**config.mk**
```make
export PLATFORM = sky130hd
export DESIGN_NAME = ptw_sv32
export DESIGN_NICKNAME = d
export VERILOG_FILES = /design/src/design/ptw_pkg.sv /design/src/design/sv32_pkg.sv /design/src/design/pmp_checker.sv /design/src/design/pte_checker.sv /design/src/design/ptw_sv32.sv /design/src/design/walk_fsm.sv
export SDC_FILE = /design/constraint.sdc
export NUM_CORES = 1
export LEC_CHECK = 0
export ABC_AREA = 1
export BUFFER_PORTS_ARGS = -buffer_cell sky130_fd_sc_hd__buf_2
export CORE_AREA = 2 2 146 148
export DETAILED_ROUTE_END_ITERATION = 16
export DIE_AREA = 0 0 148 150
export GPL_ROUTABILITY_DRIVEN = 1
export GPL_TIMING_DRIVEN = 1
export PLACE_DENSITY = 0.69
export SYNTH_ARGS = -nofsm -noshare
export SYNTH_HDL_FRONTEND = slang
export SYNTH_SLANG_ARGS = --single-unit
```
**constraint.sdc**
```tcl
create_clock -name clk_i -period 2.45 [get_ports clk_i]
set_input_delay 0.1225 -clock clk_i [delete_from_list [all_inputs] [get_ports clk_i]]
set_output_delay 0.1225 -clock clk_i [all_outputs]
set_load 0.02 [all_outputs]
```
**src/design/ptw_pkg.sv**
```systemverilog
// --------------------------------------------------
// page table walker types
// walk FSM states, table levels, the verdict of the
// entry check and the PMP region count
// --------------------------------------------------

package ptw_pkg;

    // address space identifier
    localparam int ASID_W = 9;

    // TOR regions checked for page table reads
    localparam int NUM_PMP_REGIONS = 4;

    typedef logic [ASID_W-1:0] asid_t;

    // walk FSM
    typedef enum logic [2:0] {
        IDLE,
        WAIT_GRANT,
        PTE_LOOKUP,
        PROPAGATE_ERROR,
        PROPAGATE_ACCESS_ERROR,
        LATENCY
    } walk_state_e;

    // sv32 has two table levels, LVL1 maps 4M pages
    typedef enum logic {
        LVL1,
        LVL2
    } walk_level_e;

    // outcome of the check on one fetched entry
    typedef enum logic [1:0] {
        PTE_POINTER,
        PTE_LEAF_OK,
        PTE_FAULT
    } pte_verdict_e;

endpackage

```
**src/design/sv32_pkg.sv**
```systemverilog
// --------------------------------------------------
// sv32 address and page table entry layout
// widths of virtual and physical addresses, page
// numbers and the bit positions inside a PTE
// --------------------------------------------------

package sv32_pkg;

    // address widths
    localparam int VLEN          = 32;
    localparam int PLEN          = 34;
    localparam int PPN_W         = 22;
    localparam int VPN_W         = 10;
    localparam int PAGE_OFFSET_W = 12;

    // one entry is a single 32 bit word
    localparam int PTE_W = 32;

    // flag bits, in ascending order from bit 0
    localparam int PTE_V     = 0;
    localparam int PTE_R     = PTE_V + 1;
    localparam int PTE_W_BIT = PTE_R + 1;
    localparam int PTE_X     = PTE_W_BIT + 1;
    localparam int PTE_U     = PTE_X + 1;
    localparam int PTE_G     = PTE_U + 1;
    localparam int PTE_A     = PTE_G + 1;
    localparam int PTE_D     = PTE_A + 1;

    // two rsw bits sit between the flags and the ppn
    localparam int PTE_PPN_LSB = PTE_D + 3;

    // a 4M leaf must have ppn[0] cleared, which is the low 10 bits
    localparam int SUPERPAGE_ALIGN_W = 10;

    typedef logic [PTE_W-1:0] pte_t;
    typedef logic [PPN_W-1:0] ppn_t;
    typedef logic [PLEN-1:0]  paddr_t;
    typedef logic [VLEN-1:0]  vaddr_t;

endpackage

```
**src/design/pmp_checker.sv**
```systemverilog
// --------------------------------------------------
// PMP check for page table reads
// supervisor-mode read check of the walker pointer
// against four TOR regions, lowest match decides
// --------------------------------------------------
`timescale 1ns/100ps

module pmp_checker (
    input  sv32_pkg::paddr_t                                paddr_i,
    input  sv32_pkg::paddr_t [ptw_pkg::NUM_PMP_REGIONS-1:0] pmp_addr_i,
    input  logic [ptw_pkg::NUM_PMP_REGIONS-1:0]             pmp_read_i,
    output logic                                            allow_o
);
    import sv32_pkg::*;
    import ptw_pkg::*;

    logic [NUM_PMP_REGIONS-1:0] match;

    // --------------------------------------------------
    // TOR range match per region
    // --------------------------------------------------
    for (genvar k = 0; k < NUM_PMP_REGIONS; k++) begin : g_region
        paddr_t base;

        // region k starts where region k-1 ends
        if (k == 0) begin : g_first
            assign base = '0;
        end else begin : g_next
            assign base = pmp_addr_i[k-1];
        end

        // top of range is exclusive
        assign match[k] = (paddr_i >= base) && (paddr_i < pmp_addr_i[k]);
    end

    // --------------------------------------------------
    // priority select
    // --------------------------------------------------
    always_comb begin
        // no match means deny in S-mode
        allow_o = 1'b0;
        // walk downwards so the lowest numbered match wins
        for (int k = NUM_PMP_REGIONS - 1; k >= 0; k--) begin
            if (match[k]) begin
                allow_o = pmp_read_i[k];
            end
        end
    end

endmodule

```
**src/design/pte_checker.sv**
```systemverilog
// --------------------------------------------------
// page table entry checker
// decides whether a fetched sv32 entry is a pointer,
// a usable leaf, or a page fault
// --------------------------------------------------
`timescale 1ns/100ps

module pte_checker (
    input  sv32_pkg::pte_t        pte_i,
    input  ptw_pkg::walk_level_e  level_i,
    input  logic                  is_instr_i,
    input  logic                  is_store_i,
    input  logic                  mxr_i,
    output ptw_pkg::pte_verdict_e verdict_o
);
    import sv32_pkg::*;
    import ptw_pkg::*;

    logic pte_v;
    logic pte_r;
    logic pte_w;
    logic pte_x;
    logic pte_a;
    logic pte_d;
    logic misaligned;
    logic leaf_ok;

    // flag decode
    assign pte_v = pte_i[PTE_V];
    assign pte_r = pte_i[PTE_R];
    assign pte_w = pte_i[PTE_W_BIT];
    assign pte_x = pte_i[PTE_X];
    assign pte_a = pte_i[PTE_A];
    assign pte_d = pte_i[PTE_D];

    // 4M leaf needs the low ppn bits cleared
    assign misaligned = (level_i == LVL1) &&
                        (pte_i[PTE_PPN_LSB +: SUPERPAGE_ALIGN_W] != '0);

    // --------------------------------------------------
    // leaf permissions
    // --------------------------------------------------
    always_comb begin
        if (is_instr_i) begin
            // fetch needs execute and accessed
            leaf_ok = pte_x && pte_a;
        end else begin
            // load needs read, or execute when mxr is set
            leaf_ok = pte_a && (pte_r || (pte_x && mxr_i));
            // store also needs write and dirty, software manages d
            if (is_store_i && (!pte_w || !pte_d)) begin
                leaf_ok = 1'b0;
            end
        end
        if (misaligned) begin
            leaf_ok = 1'b0;
        end
    end

    // --------------------------------------------------
    // verdict
    // --------------------------------------------------
    always_comb begin
        if (!pte_v || (!pte_r && pte_w)) begin
            // invalid or reserved w-without-r encoding
            verdict_o = PTE_FAULT;
        end else if (!pte_r && !pte_x) begin
            // pointer, only legal from the first level
            verdict_o = (level_i == LVL1) ? PTE_POINTER : PTE_FAULT;
        end else begin
            verdict_o = leaf_ok ? PTE_LEAF_OK : PTE_FAULT;
        end
    end

    // verdict must resolve for any entry the walker holds
    always_comb begin
        assert (!$isunknown(verdict_o));
    end

endmodule

```
**src/design/ptw_sv32.sv**
```systemverilog
// --------------------------------------------------
// sv32 page table walker top
// walk controller with its entry and PMP checkers
// --------------------------------------------------
`timescale 1ns/100ps

module ptw_sv32 (
    input  logic                   clk_i,
    input  logic                   rst_ni,
    // miss from the TLB
    input  logic                   tlb_miss_i,
    input  sv32_pkg::vaddr_t       miss_vaddr_i,
    input  logic                   itlb_req_i,
    input  logic                   lsu_is_store_i,
    input  ptw_pkg::asid_t         asid_i,
    input  sv32_pkg::ppn_t         satp_ppn_i,
    input  logic                   mxr_i,
    // memory port
    output logic                   mem_req_o,
    output sv32_pkg::paddr_t       mem_paddr_o,
    input  logic                   mem_gnt_i,
    input  logic                   mem_rvalid_i,
    input  sv32_pkg::pte_t         mem_rdata_i,
    // PMP setup, static during a walk
    input  sv32_pkg::paddr_t [ptw_pkg::NUM_PMP_REGIONS-1:0] pmp_addr_i,
    input  logic [ptw_pkg::NUM_PMP_REGIONS-1:0]             pmp_read_i,
    // status and results
    output logic                   ptw_active_o,
    output logic                   walking_instr_o,
    output logic                   tlb_update_valid_o,
    output logic [2*sv32_pkg::VPN_W-1:0] update_vpn_o,
    output logic                   update_is_4m_o,
    output ptw_pkg::asid_t         update_asid_o,
    output sv32_pkg::pte_t         update_pte_o,
    output logic                   ptw_error_o,
    output logic                   ptw_access_exception_o,
    output sv32_pkg::paddr_t       bad_paddr_o
);
    import sv32_pkg::*;
    import ptw_pkg::*;

    pte_t         pte;
    walk_level_e  level;
    paddr_t       pptr;
    pte_verdict_e pte_verdict;
    logic         pmp_allow;

    walk_fsm u_walk_fsm (
        .clk_i                  (clk_i),
        .rst_ni                 (rst_ni),
        .tlb_miss_i             (tlb_miss_i),
        .miss_vaddr_i           (miss_vaddr_i),
        .itlb_req_i             (itlb_req_i),
        .asid_i                 (asid_i),
        .satp_ppn_i             (satp_ppn_i),
        .mem_req_o              (mem_req_o),
        .mem_paddr_o            (mem_paddr_o),
        .mem_gnt_i              (mem_gnt_i),
        .mem_rvalid_i           (mem_rvalid_i),
        .mem_rdata_i            (mem_rdata_i),
        .pte_verdict_i          (pte_verdict),
        .pmp_allow_i            (pmp_allow),
        .pte_o                  (pte),
        .level_o                (level),
        .pptr_o                 (pptr),
        .ptw_active_o           (ptw_active_o),
        .walking_instr_o        (walking_instr_o),
        .tlb_update_valid_o     (tlb_update_valid_o),
        .update_vpn_o           (update_vpn_o),
        .update_is_4m_o         (update_is_4m_o),
        .update_asid_o          (update_asid_o),
        .update_pte_o           (update_pte_o),
        .ptw_error_o            (ptw_error_o),
        .ptw_access_exception_o (ptw_access_exception_o),
        .bad_paddr_o            (bad_paddr_o)
    );

    // access type follows the walk kind and the live LSU flags
    pte_checker u_pte_checker (
        .pte_i      (pte),
        .level_i    (level),
        .is_instr_i (walking_instr_o),
        .is_store_i (lsu_is_store_i),
        .mxr_i      (mxr_i),
        .verdict_o  (pte_verdict)
    );

    // table reads are checked as S-mode loads
    pmp_checker u_pmp_checker (
        .paddr_i    (pptr),
        .pmp_addr_i (pmp_addr_i),
        .pmp_read_i (pmp_read_i),
        .allow_o    (pmp_allow)
    );

endmodule

```
**src/design/walk_fsm.sv**
```systemverilog
// --------------------------------------------------
// sv32 walk controller
// holds pointer, level, asid and the fetched entry,
// runs the request/grant/rvalid read port and issues
// the TLB update or the fault and exception pulses
// --------------------------------------------------
`timescale 1ns/100ps

module walk_fsm (
    input  logic                  clk_i,
    input  logic                  rst_ni,
    // walk start
    input  logic                  tlb_miss_i,
    input  sv32_pkg::vaddr_t      miss_vaddr_i,
    input  logic                  itlb_req_i,
    input  ptw_pkg::asid_t        asid_i,
    input  sv32_pkg::ppn_t        satp_ppn_i,
    // memory port
    output logic                  mem_req_o,
    output sv32_pkg::paddr_t      mem_paddr_o,
    input  logic                  mem_gnt_i,
    input  logic                  mem_rvalid_i,
    input  sv32_pkg::pte_t        mem_rdata_i,
    // checker verdicts
    input  ptw_pkg::pte_verdict_e pte_verdict_i,
    input  logic                  pmp_allow_i,
    output sv32_pkg::pte_t        pte_o,
    output ptw_pkg::walk_level_e  level_o,
    output sv32_pkg::paddr_t      pptr_o,
    // results
    output logic                  ptw_active_o,
    output logic                  walking_instr_o,
    output logic                  tlb_update_valid_o,
    output logic [2*sv32_pkg::VPN_W-1:0] update_vpn_o,
    output logic                  update_is_4m_o,
    output ptw_pkg::asid_t        update_asid_o,
    output sv32_pkg::pte_t        update_pte_o,
    output logic                  ptw_error_o,
    output logic                  ptw_access_exception_o,
    output sv32_pkg::paddr_t      bad_paddr_o
);
    import sv32_pkg::*;
    import ptw_pkg::*;

    walk_state_e state_q, state_d;
    walk_level_e level_q, level_d;
    paddr_t      pptr_q, pptr_d;
    vaddr_t      vaddr_q, vaddr_d;
    asid_t       asid_q, asid_d;
    logic        is_instr_q, is_instr_d;
    logic        global_q, global_d;
    // read port registered before use
    pte_t        pte_q;
    logic        rvalid_q;

    // --------------------------------------------------
    // outputs
    // --------------------------------------------------
    assign ptw_active_o    = (state_q != IDLE);
    assign walking_instr_o = is_instr_q;
    assign mem_req_o       = (state_q == WAIT_GRANT);
    assign mem_paddr_o     = pptr_q;
    assign pte_o           = pte_q;
    assign level_o         = level_q;
    assign pptr_o          = pptr_q;

    assign update_vpn_o   = vaddr_q[VLEN-1:PAGE_OFFSET_W];
    assign update_is_4m_o = (level_q == LVL1);
    assign update_asid_o  = asid_q;
    // global from a level-1 pointer carries into the leaf
    assign update_pte_o   = pte_q | (pte_t'(global_q) << PTE_G);

    // failed pointer only shown with the exception pulse
    assign bad_paddr_o = ptw_access_exception_o ? pptr_q : '0;

    // --------------------------------------------------
    // next state
    // --------------------------------------------------
    always_comb begin
        state_d                = state_q;
        level_d                = level_q;
        pptr_d                 = pptr_q;
        vaddr_d                = vaddr_q;
        asid_d                 = asid_q;
        is_instr_d             = is_instr_q;
        global_d               = global_q;
        tlb_update_valid_o     = 1'b0;
        ptw_error_o            = 1'b0;
        ptw_access_exception_o = 1'b0;

        case (state_q)
            IDLE: begin
                // every walk starts at the root table
                level_d    = LVL1;
                global_d   = 1'b0;
                is_instr_d = 1'b0;
                if (tlb_miss_i) begin
                    // root pointer is satp.ppn * 4K + vpn[1] * 4
                    pptr_d     = {satp_ppn_i, miss_vaddr_i[VLEN-1 -: VPN_W], 2'b00};
                    vaddr_d    = miss_vaddr_i;
                    asid_d     = asid_i;
                    is_instr_d = itlb_req_i;
                    state_d    = WAIT_GRANT;
                end
            end
            WAIT_GRANT: begin
                // request and address held until granted
                if (mem_gnt_i) begin
                    state_d = PTE_LOOKUP;
                end
            end
            PTE_LOOKUP: begin
                if (rvalid_q) begin
                    if (pte_q[PTE_G]) begin
                        global_d = 1'b1;
                    end
                    // PMP denial wins over any entry verdict
                    // pointer stays put for bad_paddr
                    if (!pmp_allow_i) begin
                        state_d = PROPAGATE_ACCESS_ERROR;
                    end else begin
                        case (pte_verdict_i)
                            PTE_LEAF_OK: begin
                                tlb_update_valid_o = 1'b1;
                                state_d            = LATENCY;
                            end
                            PTE_POINTER: begin
                                // next table: pte.ppn * 4K + vpn[0] * 4
                                level_d = LVL2;
                                pptr_d  = {pte_q[PTE_PPN_LSB +: PPN_W],
                                           vaddr_q[VLEN-VPN_W-1:PAGE_OFFSET_W], 2'b00};
                                state_d = WAIT_GRANT;
                            end
                            default: state_d = PROPAGATE_ERROR;
                        endcase
                    end
                end
            end
            PROPAGATE_ERROR: begin
                ptw_error_o = 1'b1;
                state_d     = LATENCY;
            end
            PROPAGATE_ACCESS_ERROR: begin
                ptw_access_exception_o = 1'b1;
                state_d                = LATENCY;
            end
            LATENCY: begin
                state_d = IDLE;
            end
            default: state_d = IDLE;
        endcase
    end

    // --------------------------------------------------
    // registers
    // --------------------------------------------------
    always_ff @(posedge clk_i or negedge rst_ni) begin
        if (!rst_ni) begin
            state_q    <= IDLE;
            level_q    <= LVL1;
            pptr_q     <= '0;
            vaddr_q    <= '0;
            asid_q     <= '0;
            is_instr_q <= 1'b0;
            global_q   <= 1'b0;
            pte_q      <= '0;
            rvalid_q   <= 1'b0;
        end else begin
            state_q    <= state_d;
            level_q    <= level_d;
            pptr_q     <= pptr_d;
            vaddr_q    <= vaddr_d;
            asid_q     <= asid_d;
            is_instr_q <= is_instr_d;
            global_q   <= global_d;
            pte_q      <= mem_rdata_i;
            rvalid_q   <= mem_rvalid_i;
        end
    end

    // read data only returns while the walker waits for it
    assert property (@(posedge clk_i) disable iff (!rst_ni)
        mem_rvalid_i |-> state_q == PTE_LOOKUP);

    // update, fault and access exception never overlap
    assert property (@(posedge clk_i) disable iff (!rst_ni)
        $onehot0({tlb_update_valid_o, ptw_error_o, ptw_access_exception_o}));

endmodule

```
==> reports/metrics.yaml, run 1 <==
worst_setup_path:
  worst-setup-path-type: "reg2out"
  critPathLaunchType: "flip-flop"
  regToRegStartpoint: "u_walk_fsm.mem_paddr_o[26]"
  max_stage_delay_ns: 0.48
  cp_max_fo: 7
  reg2reg_slack_ns: -0.23
  crit_start: "u_walk_fsm.mem_paddr_o[26]"
  timing.rr.end: "u_walk_fsm.mem_paddr_o[21]"
  rr_worst_depth: 17
  crit_path_end_kind: "output port"
  crit_arrival_ns: 2.57
  worstPathRequired_ns: 2.33
  cp_slowest_cell: "dfrtp_2"
  path_cells: "ha_1 -> nand2_1 -> nor2_1 -> nand2_2 -> nor2_4 -> nand3_2 -> nand2_1 -> nor2_2 -> nand3_1 -> nand3_2 -> nand2_4 -> nand3_4 -> nor3b_2 -> buf_4"
power_and_ir_drop:
  max-vdd-ir-drop_mv: 0.779
  power_density_nw_per_um2: 1020
  total_power_mw: 12.8
  p_leak_nw: 7.24
placement:
  place_inst: 1760
  numPortBuffers: 362
  gp_congestion: 0.941
  hpwl_mm: 21.0
timing:
  min_period_ns: 2.70
  setup_tns_ns: -6.14
  whs_ns: 0.0116
  drv_slew: 0
  rsz0062_at_grt: "true"
  skew_ns: 0.0162
  finalHoldViolations: 0
  worst_pin_slew_ns: 1.22
  setup_viol: 33
  setup_slack_ns: -0.245
  maxSlewHeadroom_pct: 18.8
  finalCritPeriodShare_pct: 110
  fmax_mhz: 371
yosys:
  synthFlopType: "dfrtp_1"
  ys_async_sr_fraction_pct: 100
  syn_inst: 1134
  synth_cell_types: 34
  syn_avg_cell_area_um2: 7.17
  synth-edff-count: 0
  ys_seq_area_share_pct: 30.8
  synth-seq-cells: 100
  ys_warn_count: 0
  netlist_area_um2: 8130
cts:
  path_clk_slew_ns: 0.08
  cts_tree: "built"
  cts_made_buffers: 9
  ctsRootBufferMaster: "clkbuf_16"
  clkLatencyLatePin_ns: 0.35
  cts_sinks: 100
  cts_buffer_depth: 2
  htree_levels: 3
die:
  pin_count: 379
  num_rows: 53
  die_h_um: 150
  die_w_um: 148
  dieArea_um2: 22200
  core_area_um2: 20700
  start_util_pct: 39.3
cells_and_area:
  layout.cells.non_filler: 1866
  multi_input_area_um2: 5390
  fill_cells: 1845
  drive_gt1_share_pct: 41.6
  synthToLayoutAreaGrowth_pct: 54.0
  regArea_um2: 2530
  nNetsFinal: 1954
  final_util_pct: 60.5
worst_hold_path:
  holdPathEnd: "u_walk_fsm.vaddr_q[15]"
  hold-path-cell-count: 2
  hold_start: "miss_vaddr_i[15]"
  hold_class: "in2reg"
grt:
  antenna_found_initial: 3
  grtUsageMet2_pct: 40.5
  grt_pass1_vias: 8246
  grt_pass1_wl_mm: 40.5
  gr-usage-met3_pct: 3.23
  grt_max_degree: 56
  grt.busiest_layer: "met2"
  track_usage_pct: 23.1
  met1_usage_pct: 29.1
  gr-total-overflow: 0
detailed_routing:
  ant_nets: 0
  drc: 0
  dr.pass1.iters: 5
  drt-total-wl_mm: 28.1
  viasPerCell: 4.63
  post_drt_wl_per_cell_um: 15.0
  vias: 8641
  drtIter0Drc: 296
run:
  maxCapViolations: 0
outcome:
  violations: "setup timing"
  status: "complete, but fails checks"
kinds of logic (layout without fill, tap and decap cells):
| kind of cell | Yosys count | count (layout) | share of synthesized area (%) |
|---|---|---|---|
| buffers and inverters | 303 | 751 | 16.0 |
| AO/OA/AOI/OAI | 95 | 95 | 6.23 |
| multiplexers | 19 | 19 | 2.63 |
| other | 1 | 7 | 0.0461 |
| AND/OR/NAND/NOR | 488 | 491 | 24.6 |
| flip-flops | 100 | 100 | 30.8 |
| adder cells (fa/ha/maj) | 128 | 128 | 19.7 |
Yosys cell counts (2+ instances only):
cell type,count,area [um^2]
nand2_1,317,1190
inv_1,243,912
ha_1,128,1600
dfrtp_1,100,2500
nor2_1,85,319
nand3_1,55,275
a21oi_1,49,245
buf_4,38,285
o21ai_0,34,170
mux2_2,19,214
nand4_1,12,75.1
clkbuf_1,11,41.3
a21o_1,6,45.0
buf_1,5,18.8
nor2_2,4,25.0
buf_6,3,33.8
nor3_1,3,15.0
inv_2,2,7.51
nand2_2,2,12.5
nand2_4,2,22.5
nand3_2,2,20.0
nand3b_1,2,15.0
placed cells by master (no fill, tap or decap), drive strengths merged, types with 4 or more instances in the layout:
| cell | count |
|---|---|
| dfrtp | 100 |
| dlygate4sd3 | 45 |
| o21ai | 35 |
| ha | 128 |
| nand2 | 324 |
| conb | 4 |
| a21oi | 49 |
| buf | 443 |
| nand4 | 12 |
| inv | 251 |
| a21o | 6 |
| clkbuf | 11 |
| mux2 | 19 |
| nor2 | 89 |
| nand3 | 57 |
worst max path at each step:
stage                                 endpoint  slack (ns)
finish                      tlb_update_valid_o       -0.25
global route                tlb_update_valid_o       -0.37
CTS                         tlb_update_valid_o       -0.24
detailed placement  u_walk_fsm.mem_paddr_o[25]       -0.15
global placement            tlb_update_valid_o       -0.15
floorplan                   tlb_update_valid_o        0.09
metrics by stage:
| stage | setup WS (ns) | cell area, um^2 |
|---|---|---|
| after floorplan | 0.0898 | 8140 |
| after global routing | -0.371 | 12500 |
| after detailed placement | -0.146 | 10300 |
| final | -0.245 | 12500 |
| after CTS | -0.243 | 11500 |
| after global placement | -0.147 | 10300 |
cell type report:
cell class	count	share of cell area (%)
clock buffer	9	1.80
sequential	100	20.3
tap	275	2.75
inverter	245	7.35
timing repair buffer	490	24.2
antenna	3	0.0600
multi-input combinational	737	43.1
clock inverter	7	0.500
layer usage:
metal  wire length [um]  part of all wire (%)
met5                  0                     0
met4                882                   3.1
met3               1430                   5.1
met2              14000                    50
met1              11700                    42
worst max-delay path, delay by kind of cell, from the launching register on:
kind | cells | cell delay (ns)
fa+ha+maj | 1 | 0.31
buf+inv | 1 | 0.17
flops | 1 | 0.48
simple gates | 12 | 1.26
where the power goes:
| group | internal (mW) | switching (mW) | total [mW] |
|---|---|---|---|
| Clock | 0.718 | 0.701 | 1.42 |
| Sequential | 2.27 | 0.801 | 3.07 |
| Combinational | 3.64 | 4.68 | 8.31 |
| Total | 6.62 | 6.18 | 12.8 |
flip-flops by register name, summed over array words and instances, names as in the netlist:
| register | cells |
|---|---|
| u_walk_fsm.global_q | 1 |
| u_walk_fsm.level_o | 1 |
| u_walk_fsm.mem_paddr_o | 32 |
| u_walk_fsm.pte_o | 32 |
| u_walk_fsm.rvalid_q | 1 |
| u_walk_fsm.state_q | 3 |
| u_walk_fsm.update_asid_o | 9 |
| u_walk_fsm.vaddr_q | 20 |
| u_walk_fsm.walking_instr_o | 1 |
repair_timing:
action,4_1_cts,5_1_grt
resized for setup,66,137
cloned,2,4
pin swaps,26,68
setup buffers,18,18
setup endpoints to repair,33,37
hold endpoints to repair,89,0
hold buffers,45,0
No activity file was read; power rests on OpenSTA's default activity.
==> run 2, diff against run 1 <==
--- a/config.mk
+++ b/config.mk
@@ -7,12 +7,13 @@
 export LEC_CHECK = 0
 export ABC_AREA = 1
 export BUFFER_PORTS_ARGS = -buffer_cell sky130_fd_sc_hd__buf_2
-export CORE_AREA = 2 2 146 148
+export CORE_AREA = 2 2 148 150
 export DETAILED_ROUTE_END_ITERATION = 16
-export DIE_AREA = 0 0 148 150
+export DIE_AREA = 0 0 150 152
 export GPL_ROUTABILITY_DRIVEN = 1
 export GPL_TIMING_DRIVEN = 1
-export PLACE_DENSITY = 0.69
+export PLACE_DENSITY = 0.71
+export REMOVE_ABC_BUFFERS = 1
 export SYNTH_ARGS = -nofsm -noshare
 export SYNTH_HDL_FRONTEND = slang
 export SYNTH_SLANG_ARGS = --single-unit
==> constraint.sdc (replaced) <==
create_clock -name clk_i -period 2.4 [get_ports clk_i]
set_input_delay 0.12 -clock clk_i [delete_from_list [all_inputs] [get_ports clk_i]]
set_output_delay 0.12 -clock clk_i [all_outputs]
set_load 0.02 [all_outputs]
==> run 2 against run 1 <==
  * The run still ends with setup timing left
  * Critical path type unchanged
  * Sequential cell count did not move
  * First-iteration DRC count rose by 42%
  * Via count rose by 2.7%
  * Cell area rose by 1.9%
  * Combinational power rose by 3.5%
  * Clock power rose by 4%
  * Cell count rose by 1.2%
  * Critical path depth fell by 2
  * Global-route usage rose by 2.1 points
  * Sequential power rose by 7.5%
  * Clock-buffer cell count rose by 1
==> reports/metrics.yaml, run 2 (synthesis results as in run 1) <==
outcome:
  status: "complete, but fails checks"
  violations: "setup timing"
cts:
  cts_made_buffers: 9  # unchanged
  ctsRootBufferMaster: "clkbuf_16"
  path_clk_slew_ns: 0.08  # about the same
  htree_levels: 3  # unchanged
  clkLatencyLatePin_ns: 0.35  # about the same
  cts_buffer_depth: 2  # unchanged
  cts_tree: "built"
  cts_sinks: 100  # unchanged
timing:
  fmax_mhz: 371
  finalHoldViolations: 0  # unchanged
  rsz0062_at_grt: "true"
  min_period_ns: 2.69
  setup_slack_ns: -0.294  # -0.0489 ns
  maxSlewHeadroom_pct: 43.5  # +25 points
  skew_ns: 0.0140  # -0.00213 ns
  drv_slew: 0  # unchanged
  finalCritPeriodShare_pct: 112
  worst_pin_slew_ns: 0.846  # -0.371 ns
  setup_tns_ns: -5.07  # +1.08 ns
  setup_viol: 33  # unchanged
worst_hold_path:
  hold_class: "in2reg"
  hold_start: "asid_i[1]"
  holdPathEnd: "u_walk_fsm.update_asid_o[1]"
  hold-path-cell-count: 2  # unchanged
grt:
  grt_pass1_wl_mm: 45.3  # +12%
  grt.busiest_layer: "met2"
  met1_usage_pct: 30.3  # +1.1 points
  track_usage_pct: 25.2  # +2.1 points
  gr-usage-met3_pct: 3.66  # +0.43 points
  antenna_found_initial: 12  # +9
  gr-total-overflow: 0  # unchanged
  grtUsageMet2_pct: 44.5  # +4.0 points
  grt_max_degree: 101  # +80%
  grt_pass1_vias: 9140  # +11%
detailed_routing:
  vias: 8876  # +2.7%
  ant_nets: 0  # unchanged
  post_drt_wl_per_cell_um: 15.6  # +3.9%
  viasPerCell: 4.70  # +1.5%
  drc: 0  # unchanged
  drtIter0Drc: 420  # +42%
  dr.pass1.iters: 5  # unchanged
  drt-total-wl_mm: 29.5  # +5.1%
worst_setup_path:
  worstPathRequired_ns: 2.28  # -0.05 ns
  crit_arrival_ns: 2.57  # about the same
  reg2reg_slack_ns: -0.18  # +0.05 ns
  crit_path_end_kind: "output port"
  cp_max_fo: 5  # -2
  timing.rr.end: "u_walk_fsm.mem_paddr_o[10]"
  crit_family: "simple AND/OR/NAND/NOR gates"
  regToRegStartpoint: "u_walk_fsm.mem_paddr_o[33]"
  cp_slowest_cell: "dfrtp_2"
  path_cells: "ha_4 -> a21oi_1 -> o21a_1 -> nand2_1 -> a21oi_2 -> nand3_2 -> nand2_2 -> inv_2 -> nand2_4 -> nand3_4 -> nor3b_2 -> buf_4"
  worst-setup-path-type: "reg2out"
  rr_worst_depth: 16  # -1
  max_stage_delay_ns: 0.53  # +0.05 ns
  path_buf_inv: 2  # +1
  critPathLaunchType: "flip-flop"
cells_and_area:
  final_common_cell: "buf_2"
  drive_gt1_share_pct: 42.8  # +1.2 points
  synthToLayoutAreaGrowth_pct: 56.9
  nNetsFinal: 1962  # +0.41%
  final_cell_mix: "360 x buf_2, 266 x nand2_1, 241 x inv_1, 73 x ha_1, 72 x dfrtp_1"
  layout.cells.non_filler: 1888  # +1.2%
placement:
  gp_congestion: 0.891  # -5.3%
  pre_cts_ws_ns: -0.371  # -0.225 ns
  place_inst: 1758  # -0.11%
  hpwl_mm: 21.0  # about the same
  numPortBuffers: 362  # unchanged
die:
  pin_count: 379  # unchanged
  core_area_um2: 21400  # +3.2%
  start_util_pct: 38.1  # -1.2 points
  num_rows: 54  # +1.9%
  die_h_um: 152  # +1.3%
  die_w_um: 150  # +1.4%
  dieArea_um2: 22800  # +2.7%
power_and_ir_drop:
  max-vdd-ir-drop_mv: 0.506  # -35%
  p_leak_nw: 7.27  # +0.38%
  power_density_nw_per_um2: 1050  # +2.5%
  total_power_mw: 13.4  # +4.4%
run:
  maxCapViolations: 0  # unchanged
==> run 2: cell types whose count changed in the layout (fill, tap and decap cells not counted), moves of 6 or more <==
cell           before  now
nand2_1           288  266
nand2_2            27   48
diode_2             3   12
nand3_2            25   16
nand3_1            30   37
dlygate4sd3_1      45   51
ha_1               79   73
ha_4               49   55
==> run 2: how the worst max path moves through the flow <==
stage | end | start | depth (start not counted)
finish | tlb_update_valid_o | u_walk_fsm.mem_paddr_o[33] | 12
global placement | u_walk_fsm.mem_paddr_o[33] | u_walk_fsm.mem_paddr_o[32] | 17
detailed placement | u_walk_fsm.mem_paddr_o[3] | u_walk_fsm.mem_paddr_o[33] | 17
floorplan | tlb_update_valid_o | u_walk_fsm.state_q[0] | 5
global route | tlb_update_valid_o | u_walk_fsm.mem_paddr_o[8] | 17
CTS | tlb_update_valid_o | u_walk_fsm.mem_paddr_o[33] | 15
==> run 2: timing repair <==
action,4_1_cts,5_1_grt
gates resized for setup,130,101
setup endpoints to repair,35,36
pin swaps,32,54
gates cloned,4,0
hold endpoints to repair,148,2
buffers inserted,39,10
hold buffers,49,2
==> run 2: power by group <==
part | total (mW) | internal (mW) | switching, mW
Clock | 1.47 | 0.764 | 0.708
Combinational | 8.60 | 3.80 | 4.80
Sequential | 3.30 | 2.31 | 0.981
Total | 13.4 | 6.88 | 6.49
==> run 2: metal layers <==
layer | part of all wire (%) | vias up | wire [um]
met4 | 3.9 | 0 | 1140
met5 | 0 | - | 0
met1 | 41 | 4102 | 12000
met3 | 4.7 | 78 | 1390
met2 | 51 | 298 | 15000
li1 | - | 4398 | -
==> run 2: per-stage QoR <==
step	hold slack, ns	instance area (um^2)	util, %
floorplan	-0.176	7750	-
global placement	0.224	10200	47.8
detailed placement	0.226	10200	47.8
CTS	0.000183	12100	56.6
global route	0.00703	12700	59.7
finish	0.0112	12700	59.7
==> run 2: cell type report <==
type / count / area (um^2)
Fill cell: 1926 / 8600
Clock inverter: 6 / 60.1
Timing Repair Buffer: 498 / 3090
Antenna cell: 12 / 30.0
Sequential cell: 100 / 2540
Tap cell: 280 / 350
Clock buffer: 10 / 239
Multi-Input combinational cell: 737 / 5530
Inverter: 245 / 920
